--- src/rtl/csr_pkg.sv ---
package csr_pkg;

    typedef enum logic [1:0] {
        CSR_NONE = 2'd0,
        CSR_RW   = 2'd1,
        CSR_RS   = 2'd2,
        CSR_RC   = 2'd3
    } csr_op_t;

    // machine csr addresses
    localparam logic [11:0] CSR_MSTATUS   = 12'h300;
    localparam logic [11:0] CSR_MISA      = 12'h301;
    localparam logic [11:0] CSR_MIE       = 12'h304;
    localparam logic [11:0] CSR_MTVEC     = 12'h305;
    localparam logic [11:0] CSR_MSCRATCH  = 12'h340;
    localparam logic [11:0] CSR_MEPC      = 12'h341;
    localparam logic [11:0] CSR_MCAUSE    = 12'h342;
    localparam logic [11:0] CSR_MIP       = 12'h344;
    localparam logic [11:0] CSR_MCYCLE    = 12'hB00;
    localparam logic [11:0] CSR_MINSTRET  = 12'hB02;
    localparam logic [11:0] CSR_MVENDORID = 12'hF11;
    localparam logic [11:0] CSR_MARCHID   = 12'hF12;
    localparam logic [11:0] CSR_MIMPID    = 12'hF13;
    localparam logic [11:0] CSR_MHARTID   = 12'hF14;

    localparam int MSTATUS_MIE    = 3;
    localparam int MSTATUS_MPIE   = 7;
    localparam int MSTATUS_MPP_LO = 11;
    localparam int MSTATUS_FS_LO  = 13;
    localparam int MSTATUS_XS_LO  = 15;
    localparam int MIX_MTI        = 7;

    localparam logic [63:0] CAUSE_ECALL  = 64'd11;
    localparam logic [63:0] CAUSE_EBREAK = 64'd3;
    localparam logic [63:0] CAUSE_MTIMER = 64'h8000_0000_0000_0007;

    // rv64i, mxl = 2
    localparam logic [63:0] MISA_VALUE      = 64'h8000_0000_0000_0100;
    localparam logic [63:0] MARCHID_VALUE   = 64'd1;
    localparam logic [63:0] MVENDORID_VALUE = 64'd0;
    localparam logic [63:0] MIMPID_VALUE    = 64'd0;
    localparam logic [63:0] MHARTID_VALUE   = 64'd0;

    localparam logic [63:0] CLINT_MTIMECMP_ADDR = 64'h0000_0000_0200_4000;
    localparam logic [63:0] CLINT_MTIME_ADDR    = 64'h0000_0000_0200_BFF8;

endpackage

--- src/rtl/core_pkg.sv ---
package core_pkg;

    localparam int XLEN = 64;
    localparam int CSR_IDX_W = 12;

    // csr request from the memory stage
    typedef struct packed {
        logic                   inst_valid;
        logic [CSR_IDX_W-1:0]   csr_index;
        csr_pkg::csr_op_t       csr_op;
        logic                   src_imm;
        logic [XLEN-1:0]        rs1_data;
        logic [XLEN-1:0]        imm_data;
        logic [XLEN-1:0]        inst_addr;
    } csr_req_t;

    // decoded system instruction flags
    typedef struct packed {
        logic ecall;
        logic ebreak;
        logic mret;
    } inst_flags_t;

    // single-cycle clint bus strobe
    typedef struct packed {
        logic               valid;
        logic               we;
        logic [XLEN-1:0]    addr;
        logic [XLEN-1:0]    wdata;
    } clint_req_t;

endpackage

--- src/rtl/clint.sv ---
`timescale 1ns/1ps

module clint (
    input  logic                        clk,
    input  logic                        rst,
    input  core_pkg::clint_req_t        clint_req_i,
    output logic [core_pkg::XLEN-1:0]   clint_rdata_o,
    output logic                        mtip_o,
    output logic                        mtimecmp_upd_o
);

    logic [core_pkg::XLEN-1:0] mtime_q;
    logic [core_pkg::XLEN-1:0] mtimecmp_q;
    logic                      upd_q;
    logic                      sel_mtime;
    logic                      sel_mtimecmp;
    logic                      bus_wr;
    logic                      bus_rd;

    assign sel_mtime    = clint_req_i.addr == csr_pkg::CLINT_MTIME_ADDR;
    assign sel_mtimecmp = clint_req_i.addr == csr_pkg::CLINT_MTIMECMP_ADDR;
    assign bus_wr       = clint_req_i.valid & clint_req_i.we;
    assign bus_rd       = clint_req_i.valid & ~clint_req_i.we;

    // free running, bus write overrides
    always_ff @(posedge clk) begin
        if (rst) begin
            mtime_q <= '0;
        end else if (bus_wr && sel_mtime) begin
            mtime_q <= clint_req_i.wdata;
        end else begin
            mtime_q <= mtime_q + 1'b1;
        end
    end

    // all-ones keeps the timer quiet out of reset
    always_ff @(posedge clk) begin
        if (rst) begin
            mtimecmp_q <= '1;
        end else if (bus_wr && sel_mtimecmp) begin
            mtimecmp_q <= clint_req_i.wdata;
        end
    end

    // pulse lines up with the new compare result
    always_ff @(posedge clk) begin
        if (rst) begin
            upd_q <= 1'b0;
        end else begin
            upd_q <= bus_wr & sel_mtimecmp;
        end
    end

    always_comb begin
        clint_rdata_o = '0;
        if (bus_rd && sel_mtime) begin
            clint_rdata_o = mtime_q;
        end else if (bus_rd && sel_mtimecmp) begin
            clint_rdata_o = mtimecmp_q;
        end
    end

    assign mtip_o         = mtime_q >= mtimecmp_q;
    assign mtimecmp_upd_o = upd_q;

endmodule

--- src/rtl/csr_subsys_top.sv ---
`timescale 1ns/1ps

module csr_subsys_top (
    input  logic                        clk,
    input  logic                        rst,
    input  core_pkg::csr_req_t          csr_req_i,
    input  core_pkg::inst_flags_t       flags_i,
    input  core_pkg::clint_req_t        clint_req_i,
    output logic [core_pkg::XLEN-1:0]   csr_rdata_o,
    output logic [core_pkg::XLEN-1:0]   clint_rdata_o,
    output logic                        redirect_o,
    output logic [core_pkg::XLEN-1:0]   redirect_pc_o
);

    logic enter_trap;
    logic leave_trap;
    logic irq_pending;
    logic mtip;
    logic mtimecmp_upd;

    mem_trap_ctrl u_mem_trap_ctrl (
        .inst_valid_i  (csr_req_i.inst_valid),
        .ecall_i       (flags_i.ecall),
        .ebreak_i      (flags_i.ebreak),
        .mret_i        (flags_i.mret),
        .irq_pending_i (irq_pending),
        .enter_trap_o  (enter_trap),
        .leave_trap_o  (leave_trap),
        .redirect_o    (redirect_o)
    );

    mem_csr u_mem_csr (
        .clk            (clk),
        .rst            (rst),
        .csr_req_i      (csr_req_i),
        .flags_i        (flags_i),
        .enter_trap_i   (enter_trap),
        .leave_trap_i   (leave_trap),
        .mtip_i         (mtip),
        .mtimecmp_upd_i (mtimecmp_upd),
        .csr_rdata_o    (csr_rdata_o),
        .irq_pending_o  (irq_pending),
        .nxt_pc_o       (redirect_pc_o)
    );

    clint u_clint (
        .clk            (clk),
        .rst            (rst),
        .clint_req_i    (clint_req_i),
        .clint_rdata_o  (clint_rdata_o),
        .mtip_o         (mtip),
        .mtimecmp_upd_o (mtimecmp_upd)
    );

endmodule

--- src/rtl/mem_csr.sv ---
`timescale 1ns/1ps

module mem_csr (
    input  logic                        clk,
    input  logic                        rst,
    input  core_pkg::csr_req_t          csr_req_i,
    input  core_pkg::inst_flags_t       flags_i,
    input  logic                        enter_trap_i,
    input  logic                        leave_trap_i,
    input  logic                        mtip_i,
    input  logic                        mtimecmp_upd_i,
    output logic [core_pkg::XLEN-1:0]   csr_rdata_o,
    output logic                        irq_pending_o,
    output logic [core_pkg::XLEN-1:0]   nxt_pc_o
);

    logic [core_pkg::XLEN-1:0] mstatus_q;
    logic [core_pkg::XLEN-1:0] mie_q;
    logic [core_pkg::XLEN-1:0] mtvec_q;
    logic [core_pkg::XLEN-1:0] mscratch_q;
    logic [core_pkg::XLEN-1:0] mepc_q;
    logic [core_pkg::XLEN-1:0] mcause_q;
    logic [core_pkg::XLEN-1:0] mip_q;
    logic [core_pkg::XLEN-1:0] mcycle_q;
    logic [core_pkg::XLEN-1:0] minstret_q;

    logic [core_pkg::XLEN-1:0] mcycle_inc;
    logic [core_pkg::XLEN-1:0] minstret_inc;
    logic [core_pkg::XLEN-1:0] src;
    logic [core_pkg::XLEN-1:0] old_val;
    logic [core_pkg::XLEN-1:0] new_val;
    logic [core_pkg::XLEN-1:0] mstatus_wr;
    logic [core_pkg::XLEN-1:0] mix_mask;
    logic [core_pkg::XLEN-1:0] trap_cause;
    logic                      csr_we;
    logic                      sd_bit;

    assign mcycle_inc   = mcycle_q + 1'b1;
    assign minstret_inc = minstret_q + 1'b1;
    assign mix_mask     = core_pkg::XLEN'(1) << csr_pkg::MIX_MTI;

    assign csr_we = csr_req_i.inst_valid && (csr_req_i.csr_op != csr_pkg::CSR_NONE);
    assign src    = csr_req_i.src_imm ? csr_req_i.imm_data : csr_req_i.rs1_data;

    always_comb begin
        case (csr_req_i.csr_index)
            csr_pkg::CSR_MSTATUS:   csr_rdata_o = mstatus_q;
            csr_pkg::CSR_MISA:      csr_rdata_o = csr_pkg::MISA_VALUE;
            csr_pkg::CSR_MIE:       csr_rdata_o = mie_q;
            csr_pkg::CSR_MTVEC:     csr_rdata_o = mtvec_q;
            csr_pkg::CSR_MSCRATCH:  csr_rdata_o = mscratch_q;
            csr_pkg::CSR_MEPC:      csr_rdata_o = mepc_q;
            csr_pkg::CSR_MCAUSE:    csr_rdata_o = mcause_q;
            csr_pkg::CSR_MIP:       csr_rdata_o = mip_q;
            csr_pkg::CSR_MCYCLE:    csr_rdata_o = mcycle_q;
            csr_pkg::CSR_MINSTRET:  csr_rdata_o = minstret_q;
            csr_pkg::CSR_MVENDORID: csr_rdata_o = csr_pkg::MVENDORID_VALUE;
            csr_pkg::CSR_MARCHID:   csr_rdata_o = csr_pkg::MARCHID_VALUE;
            csr_pkg::CSR_MIMPID:    csr_rdata_o = csr_pkg::MIMPID_VALUE;
            csr_pkg::CSR_MHARTID:   csr_rdata_o = csr_pkg::MHARTID_VALUE;
            default:                csr_rdata_o = '0;
        endcase
    end

    // counters modify from their incremented value so a set/clear keeps this cycle's tick
    always_comb begin
        case (csr_req_i.csr_index)
            csr_pkg::CSR_MCYCLE:   old_val = mcycle_inc;
            csr_pkg::CSR_MINSTRET: old_val = minstret_inc;
            default:               old_val = csr_rdata_o;
        endcase
    end

    always_comb begin
        case (csr_req_i.csr_op)
            csr_pkg::CSR_RW: new_val = src;
            csr_pkg::CSR_RS: new_val = old_val | src;
            csr_pkg::CSR_RC: new_val = old_val & ~src;
            default:         new_val = old_val;
        endcase
    end

    // sd summarizes dirty fs/xs
    assign sd_bit = (new_val[csr_pkg::MSTATUS_FS_LO +: 2] == 2'b11) ||
                    (new_val[csr_pkg::MSTATUS_XS_LO +: 2] == 2'b11);
    assign mstatus_wr = {sd_bit, new_val[core_pkg::XLEN-2:0]};

    always_comb begin
        if (flags_i.ecall) begin
            trap_cause = csr_pkg::CAUSE_ECALL;
        end else if (flags_i.ebreak) begin
            trap_cause = csr_pkg::CAUSE_EBREAK;
        end else begin
            trap_cause = csr_pkg::CAUSE_MTIMER;
        end
    end

    always_ff @(posedge clk) begin
        if (rst) begin
            mstatus_q <= '0;
        end else if (csr_we && csr_req_i.csr_index == csr_pkg::CSR_MSTATUS) begin
            mstatus_q <= mstatus_wr;
        end else if (enter_trap_i) begin
            mstatus_q[csr_pkg::MSTATUS_MPP_LO +: 2] <= 2'b11;
            mstatus_q[csr_pkg::MSTATUS_MPIE]        <= mstatus_q[csr_pkg::MSTATUS_MIE];
            mstatus_q[csr_pkg::MSTATUS_MIE]         <= 1'b0;
        end else if (leave_trap_i) begin
            mstatus_q[csr_pkg::MSTATUS_MPP_LO +: 2] <= 2'b00;
            mstatus_q[csr_pkg::MSTATUS_MPIE]        <= 1'b1;
            mstatus_q[csr_pkg::MSTATUS_MIE]         <= mstatus_q[csr_pkg::MSTATUS_MPIE];
        end
    end

    always_ff @(posedge clk) begin
        if (rst) begin
            mepc_q   <= '0;
            mcause_q <= '0;
        end else begin
            if (csr_we && csr_req_i.csr_index == csr_pkg::CSR_MEPC) begin
                mepc_q <= new_val;
            end else if (enter_trap_i) begin
                mepc_q <= csr_req_i.inst_addr;
            end
            if (csr_we && csr_req_i.csr_index == csr_pkg::CSR_MCAUSE) begin
                mcause_q <= new_val;
            end else if (enter_trap_i) begin
                mcause_q <= trap_cause;
            end
        end
    end

    always_ff @(posedge clk) begin
        if (rst) begin
            mtvec_q    <= '0;
            mie_q      <= '0;
            mscratch_q <= '0;
        end else if (csr_we) begin
            case (csr_req_i.csr_index)
                csr_pkg::CSR_MTVEC:    mtvec_q    <= {new_val[core_pkg::XLEN-1:2], 2'b00};
                csr_pkg::CSR_MIE:      mie_q      <= new_val & mix_mask;
                csr_pkg::CSR_MSCRATCH: mscratch_q <= new_val;
                default:               mscratch_q <= mscratch_q;
            endcase
        end
    end

    // timer pending tracks the clint
    always_ff @(posedge clk) begin
        if (rst) begin
            mip_q <= '0;
        end else if (csr_we && csr_req_i.csr_index == csr_pkg::CSR_MIP) begin
            mip_q <= new_val & mix_mask;
        end else if (mtip_i || mtimecmp_upd_i) begin
            mip_q[csr_pkg::MIX_MTI] <= mtip_i;
        end
    end

    always_ff @(posedge clk) begin
        if (rst) begin
            mcycle_q   <= '0;
            minstret_q <= '0;
        end else begin
            if (csr_we && csr_req_i.csr_index == csr_pkg::CSR_MCYCLE) begin
                mcycle_q <= new_val;
            end else begin
                mcycle_q <= mcycle_inc;
            end
            if (csr_we && csr_req_i.csr_index == csr_pkg::CSR_MINSTRET) begin
                minstret_q <= new_val;
            end else if (csr_req_i.inst_valid) begin
                minstret_q <= minstret_inc;
            end
        end
    end

    assign irq_pending_o = mstatus_q[csr_pkg::MSTATUS_MIE] &
                           mie_q[csr_pkg::MIX_MTI] &
                           mip_q[csr_pkg::MIX_MTI];

    assign nxt_pc_o = enter_trap_i ? mtvec_q : mepc_q;

endmodule

--- src/rtl/mem_trap_ctrl.sv ---
`timescale 1ns/1ps

module mem_trap_ctrl (
    input  logic inst_valid_i,
    input  logic ecall_i,
    input  logic ebreak_i,
    input  logic mret_i,
    input  logic irq_pending_i,
    output logic enter_trap_o,
    output logic leave_trap_o,
    output logic redirect_o
);

    logic exception;
    logic enter;
    logic leave;

    assign exception = ecall_i | ebreak_i;

    // interrupts and exceptions share one entry path
    assign enter = inst_valid_i & (exception | irq_pending_i);

    // entry wins over mret
    assign leave = inst_valid_i & mret_i & ~enter;

    assign enter_trap_o = enter;
    assign leave_trap_o = leave;
    assign redirect_o   = enter | leave;

endmodule

--- config.mk ---
export PLATFORM = sky130hd
export DESIGN_NAME = csr_subsys_top
export DESIGN_NICKNAME = d
export VERILOG_FILES = /design/src/rtl/csr_pkg.sv /design/src/rtl/core_pkg.sv /design/src/rtl/clint.sv /design/src/rtl/csr_subsys_top.sv /design/src/rtl/mem_csr.sv /design/src/rtl/mem_trap_ctrl.sv
export SDC_FILE = /design/constraint.sdc
export NUM_CORES = 2
export LEC_CHECK = 0
export ABC_AREA = 1
export BUFFER_PORTS_ARGS = -buffer_cell sky130_fd_sc_hd__buf_2
export CELL_PAD_IN_SITES_DETAIL_PLACEMENT = 1
export CELL_PAD_IN_SITES_GLOBAL_PLACEMENT = 2
export CORE_MARGIN = 2
export CORE_UTILIZATION = 31
export CTS_CLUSTER_DIAMETER = 150
export DETAILED_ROUTE_END_ITERATION = 10
export GPL_TIMING_DRIVEN = 0
export MAX_ROUTING_LAYER = met4
export PLACE_DENSITY_LB_ADDON = 0.1
export SLEW_MARGIN = 10
export SYNTH_ARGS = -nofsm -noshare
export SYNTH_HDL_FRONTEND = slang
export SYNTH_SLANG_ARGS = --single-unit
--- constraint.sdc ---
create_clock -name clk -period 2.2 [get_ports clk]
set_input_delay 0.11 -clock clk [delete_from_list [all_inputs] [get_ports clk]]
set_output_delay 0.11 -clock clk [all_outputs]
set_load 0.05 [all_outputs]
==> results.py <==
metrics = {
    "run_status": {
        "status": "finished, violations left",
        "violations": "setup timing",
    },
    "grt": {
        "grt_max_degree": 14,
        "overflow": 0,
        "grt_usage_pct": 46.1,
        "antenna_found_initial": 28,
        "grt_pass1_vias": 50800,
        "grt_pass1_wl_um": 397000,
    },
    "route": {
        "drtAntennaViolNets": 0,
        "vias_per_cell": 5.82,
        "first_iter_violations": 5448,
        "wl_per_cell_um": 33.3,
        "drc": 0,
        "num_vias": 52900,
        "dr.pass1.iters": 7,
        "routed_wirelength_um": 302000,
    },
    "synth": {
        "synth_most_common_cell": "nand2_1",
        "synth_top_area_share_pct": 29.9,
        "async_flop_share_pct": 0,
        "netlist.top_cell.by_area": "dfxtp_1",
        "synth-seq-area-share_pct": 29.9,
        "synth.distinct_cells": 61,
        "synth_fp_nets": 6680,
        "yosys_warnings": 0,
        "ys_ff_latch": 577,
        "synth_edf_count": 0,
        "synth_ff_type": "dfxtp_1",
        "synth.area.top_cells": "dfxtp_1 30%, nand2_1 14%, o21ai_0 9.7%, inv_1 8.4%, a21oi_1 5.7%",
        "synth_cells": 6270,
        "yosys-top-cells-count": "1453 x nand2_1, 865 x inv_1, 749 x o21ai_0",
        "syn-cell-area_mm2": 0.0386,
        "syn_area_per_cell_um2": 6.16,
    },
    "cts": {
        "cts_buffers": 78,
        "cts_num_sinks": 577,
        "cts_htree_levels": 3,
        "cts_tree": "built",
        "clk_pin_slew_ns": 0.07,
        "cts_root_buf": "clkbuf_16",
        "clk_path_buf_depth": 3,
        "clock_latency_ns": 0.72,
    },
    "critical_path": {
        "crit_path_max_incr_delay_ns": 0.38,
        "cpLargestDelayFamily": "simple AND/OR/NAND/NOR gates",
        "path_cells": "ha_4, nand2_4, nor2_4, buf_6, nand2_8, nor2_4, buf_12, a21o_1, nand3_4, o21ai_4, inv_2, nand2_2, nand2_4, nand2_8, nand2_4, a21oi_2",
        "crit_required_ns": 2.82,
        "crit_path_end_kind": "flop",
        "cp_num_buf_inv": 3,
        "crit_fanout": 7,
        "crit_slowest_cell": "dfxtp_4",
        "worst_setup_path_start_kind": "flop",
        "critPathArrivalTime_ns": 3.11,
        "path_common_cell": "nand2_4",
        "path_class": "reg2reg",
    },
    "floorplan": {
        "die_h_um": 357,
        "die_area_mm2": 0.127,
        "start_util_pct": 31.2,
        "die_w_um": 357,
        "rows": 129,
        "core_mm2": 0.124,
        "io_pins": 536,
    },
    "power_and_ir_drop": {
        "ir_drop_uv": 540,
        "power_density_mw_per_mm2": 469,
        "power_mw": 28.5,
        "p_leak_nw": 27.0,
    },
    "sta": {
        "final-setup-viol-count": 442,
        "rsz0062_at_grt": "yes",
        "setup_ws_ns": -0.293,
        "fin_crit_ns": 2.49,
        "finalCritPeriodShare_pct": 113,
        "setup_tns_ns": -40.46,
        "hold_viol_final": 0,
        "worst_pin_slew_ns": 1.45,
        "clock_skew_ns": 0.0337,
        "max-slew-margin-rel_pct": 3.39,
        "fmax_mhz": 401,
        "slew_violations": 0,
    },
    "place": {
        "gp_congestion": 1.12,
        "io_buffers": 533,
        "dp_hpwl_um": 233000,
    },
    "final_layout": {
        "drive_above_1_share_pct": 35.3,
        "area_delta_synth_final_pct": 57.6,
        "num-nets-final": 7778,
        "num-fill-cells": 15400,
    },
    "hold_path": {
        "hold_class": "in2reg",
    },
    "job": {
        "max_cap_violations": 0,
    },
}
## flip-flops by register name, indices dropped and copies added (netlist names)
signal,count
u_clint.mtimecmp_q,64
u_mem_csr.mstatus_q,64
u_mem_csr.mcause_q,64
u_mem_csr.mepc_q,64
u_clint.mtimecmp_upd_o,1
u_mem_csr.mtvec_q,62
u_mem_csr.mscratch_q,64
u_mem_csr.mie_q,1
u_mem_csr.mcycle_q,64
u_mem_csr.minstret_q,64
u_clint.mtime_q,64
u_mem_csr.mip_q,1
## cell families (layout without fill, tap and decap cells)
logic type,Yosys count,in the layout,synth area share [%]
buffers and inverters,1221,2376,12.5
AO/OA/AOI/OAI,1477,1477,20.7
other,0,23,0
XOR/XNOR,86,86,1.95
AND/OR/NAND/NOR,2778,2778,30.9
multiplexers,64,64,1.87
flip-flops,577,577,29.9
adder cells (fa/ha/maj),67,67,2.17
## what timing repair did
| action | CTS | global route |
|---|---|---|
| buffers inserted | 154 | 180 |
| endpoints found under the setup margin | 680 | 659 |
| hold endpoints to repair | 205 | 0 |
| pin swaps | 124 | 288 |
| cloned | 7 | 6 |
| hold buffers | 148 | 0 |
| gates resized for setup | 1278 | 1770 |
## cell usage in the layout, fill, tap and decap left out, types with 42 or more instances in the layout
master | netlist | final
nand2_4 | 3 | 178
o21bai_1 | 84 | 79
o21ai_0 | 749 | 434
a31oi_1 | 65 | 65
o21ai_4 | 0 | 52
nand4_1 | 156 | 156
dfxtp_4 | 0 | 74
nor2_4 | 9 | 174
dfxtp_1 | 577 | 461
buf_6 | 10 | 162
clkbuf_1 | 223 | 169
nand2_1 | 1453 | 1049
inv_1 | 865 | 832
nor2_1 | 543 | 331
nand3_1 | 417 | 288
xor2_1 | 81 | 49
nor2_2 | 17 | 64
buf_12 | 0 | 59
nand3_4 | 2 | 59
o21ai_1 | 9 | 114
a21oi_1 | 442 | 386
nand2_2 | 63 | 229
dfxtp_2 | 0 | 42
nand2_8 | 0 | 63
mux2_2 | 64 | 64
buf_2 | 65 | 403
ha_1 | 67 | 64
a21oi_2 | 0 | 56
clkbuf_16 | 0 | 93
dlygate4sd3_1 | 0 | 148
nand3_2 | 3 | 75
o21ai_2 | 0 | 158
buf_4 | 22 | 297
## path summary, 6_finish.rpt
| check | end | cells past startpoint | slack, ns | start |
|---|---|---|---|---|
| max | u_mem_csr.mcause_q[32] | 16 | -0.29 | u_mem_csr.mcycle_q[0] |
| max reg2reg | u_mem_csr.mcause_q[32] | 16 | -0.29 | u_mem_csr.mcycle_q[0] |
| min | u_mem_csr.mcycle_q[26] | 6 | 0.03 | csr_req_i[154] |
| min reg2reg | u_mem_csr.mcause_q[28] | 2 | 0.47 | u_mem_csr.mcause_q[28] |
## layer usage
layer | GRT usage (%) | vias up | part of all wire [%]
met5 | - | - | 0
li1 | - | 22800 | -
met1 | 53.5 | 26200 | 38
met3 | 9.99 | 992 | 9.3
met2 | 70.7 | 2918 | 44
met4 | 32.1 | 0 | 9.4
## per-stage QoR
| step | setup WS, ns | hold WS [ns] | cells | area [um2] | utilization [%] |
|---|---|---|---|---|---|
| final | -0.293 | 0.0320 | 9085 | 60900 | 49.2 |
| after global placement | -2.08 | 0.344 | 8440 | 43300 | 35.1 |
| after CTS | -0.224 | 0.0120 | 8886 | 53400 | 43.2 |
| after detailed placement | -1.81 | 0.353 | 8441 | 43400 | 35.1 |
| after floorplan | -0.270 | 0.223 | 6270 | 38600 | - |
| after global routing | -0.305 | 0.0467 | 9084 | 60900 | 49.2 |
## where the power goes
group	switching [mW]	leakage, nW	internal, mW	total, mW
clock network	5.98	1.29	7.90	13.9
registers	0.109	4.74	10.5	10.6
logic	2.82	21.0	1.27	4.09
total	8.90	27.0	19.6	28.5
## worst register-to-register path: cells and delay by family (launching register included)
| kind | cells | cell delay (ns) |
|---|---|---|
| simple gates | 9 | 1.03 |
| compound gates | 3 | 0.44 |
| fa+ha+maj | 1 | 0.17 |
| buf+inv | 3 | 0.37 |
| flops | 1 | 0.38 |
## area by class of cell
class	count	area, um2	area share, %
Multi-Input combinational cell	4472	30000	49.2
Clock buffer	110	2210	3.64
Timing Repair Buffer	1023	8660	14.2
Buffer	334	2220	3.64
Clock inverter	27	434	0.713
Tap cell	1637	2050	3.36
Inverter	882	3420	5.62
Antenna cell	23	57.6	0.0945
Sequential cell	577	11900	19.5
Power figures use the tool's default switching activity.
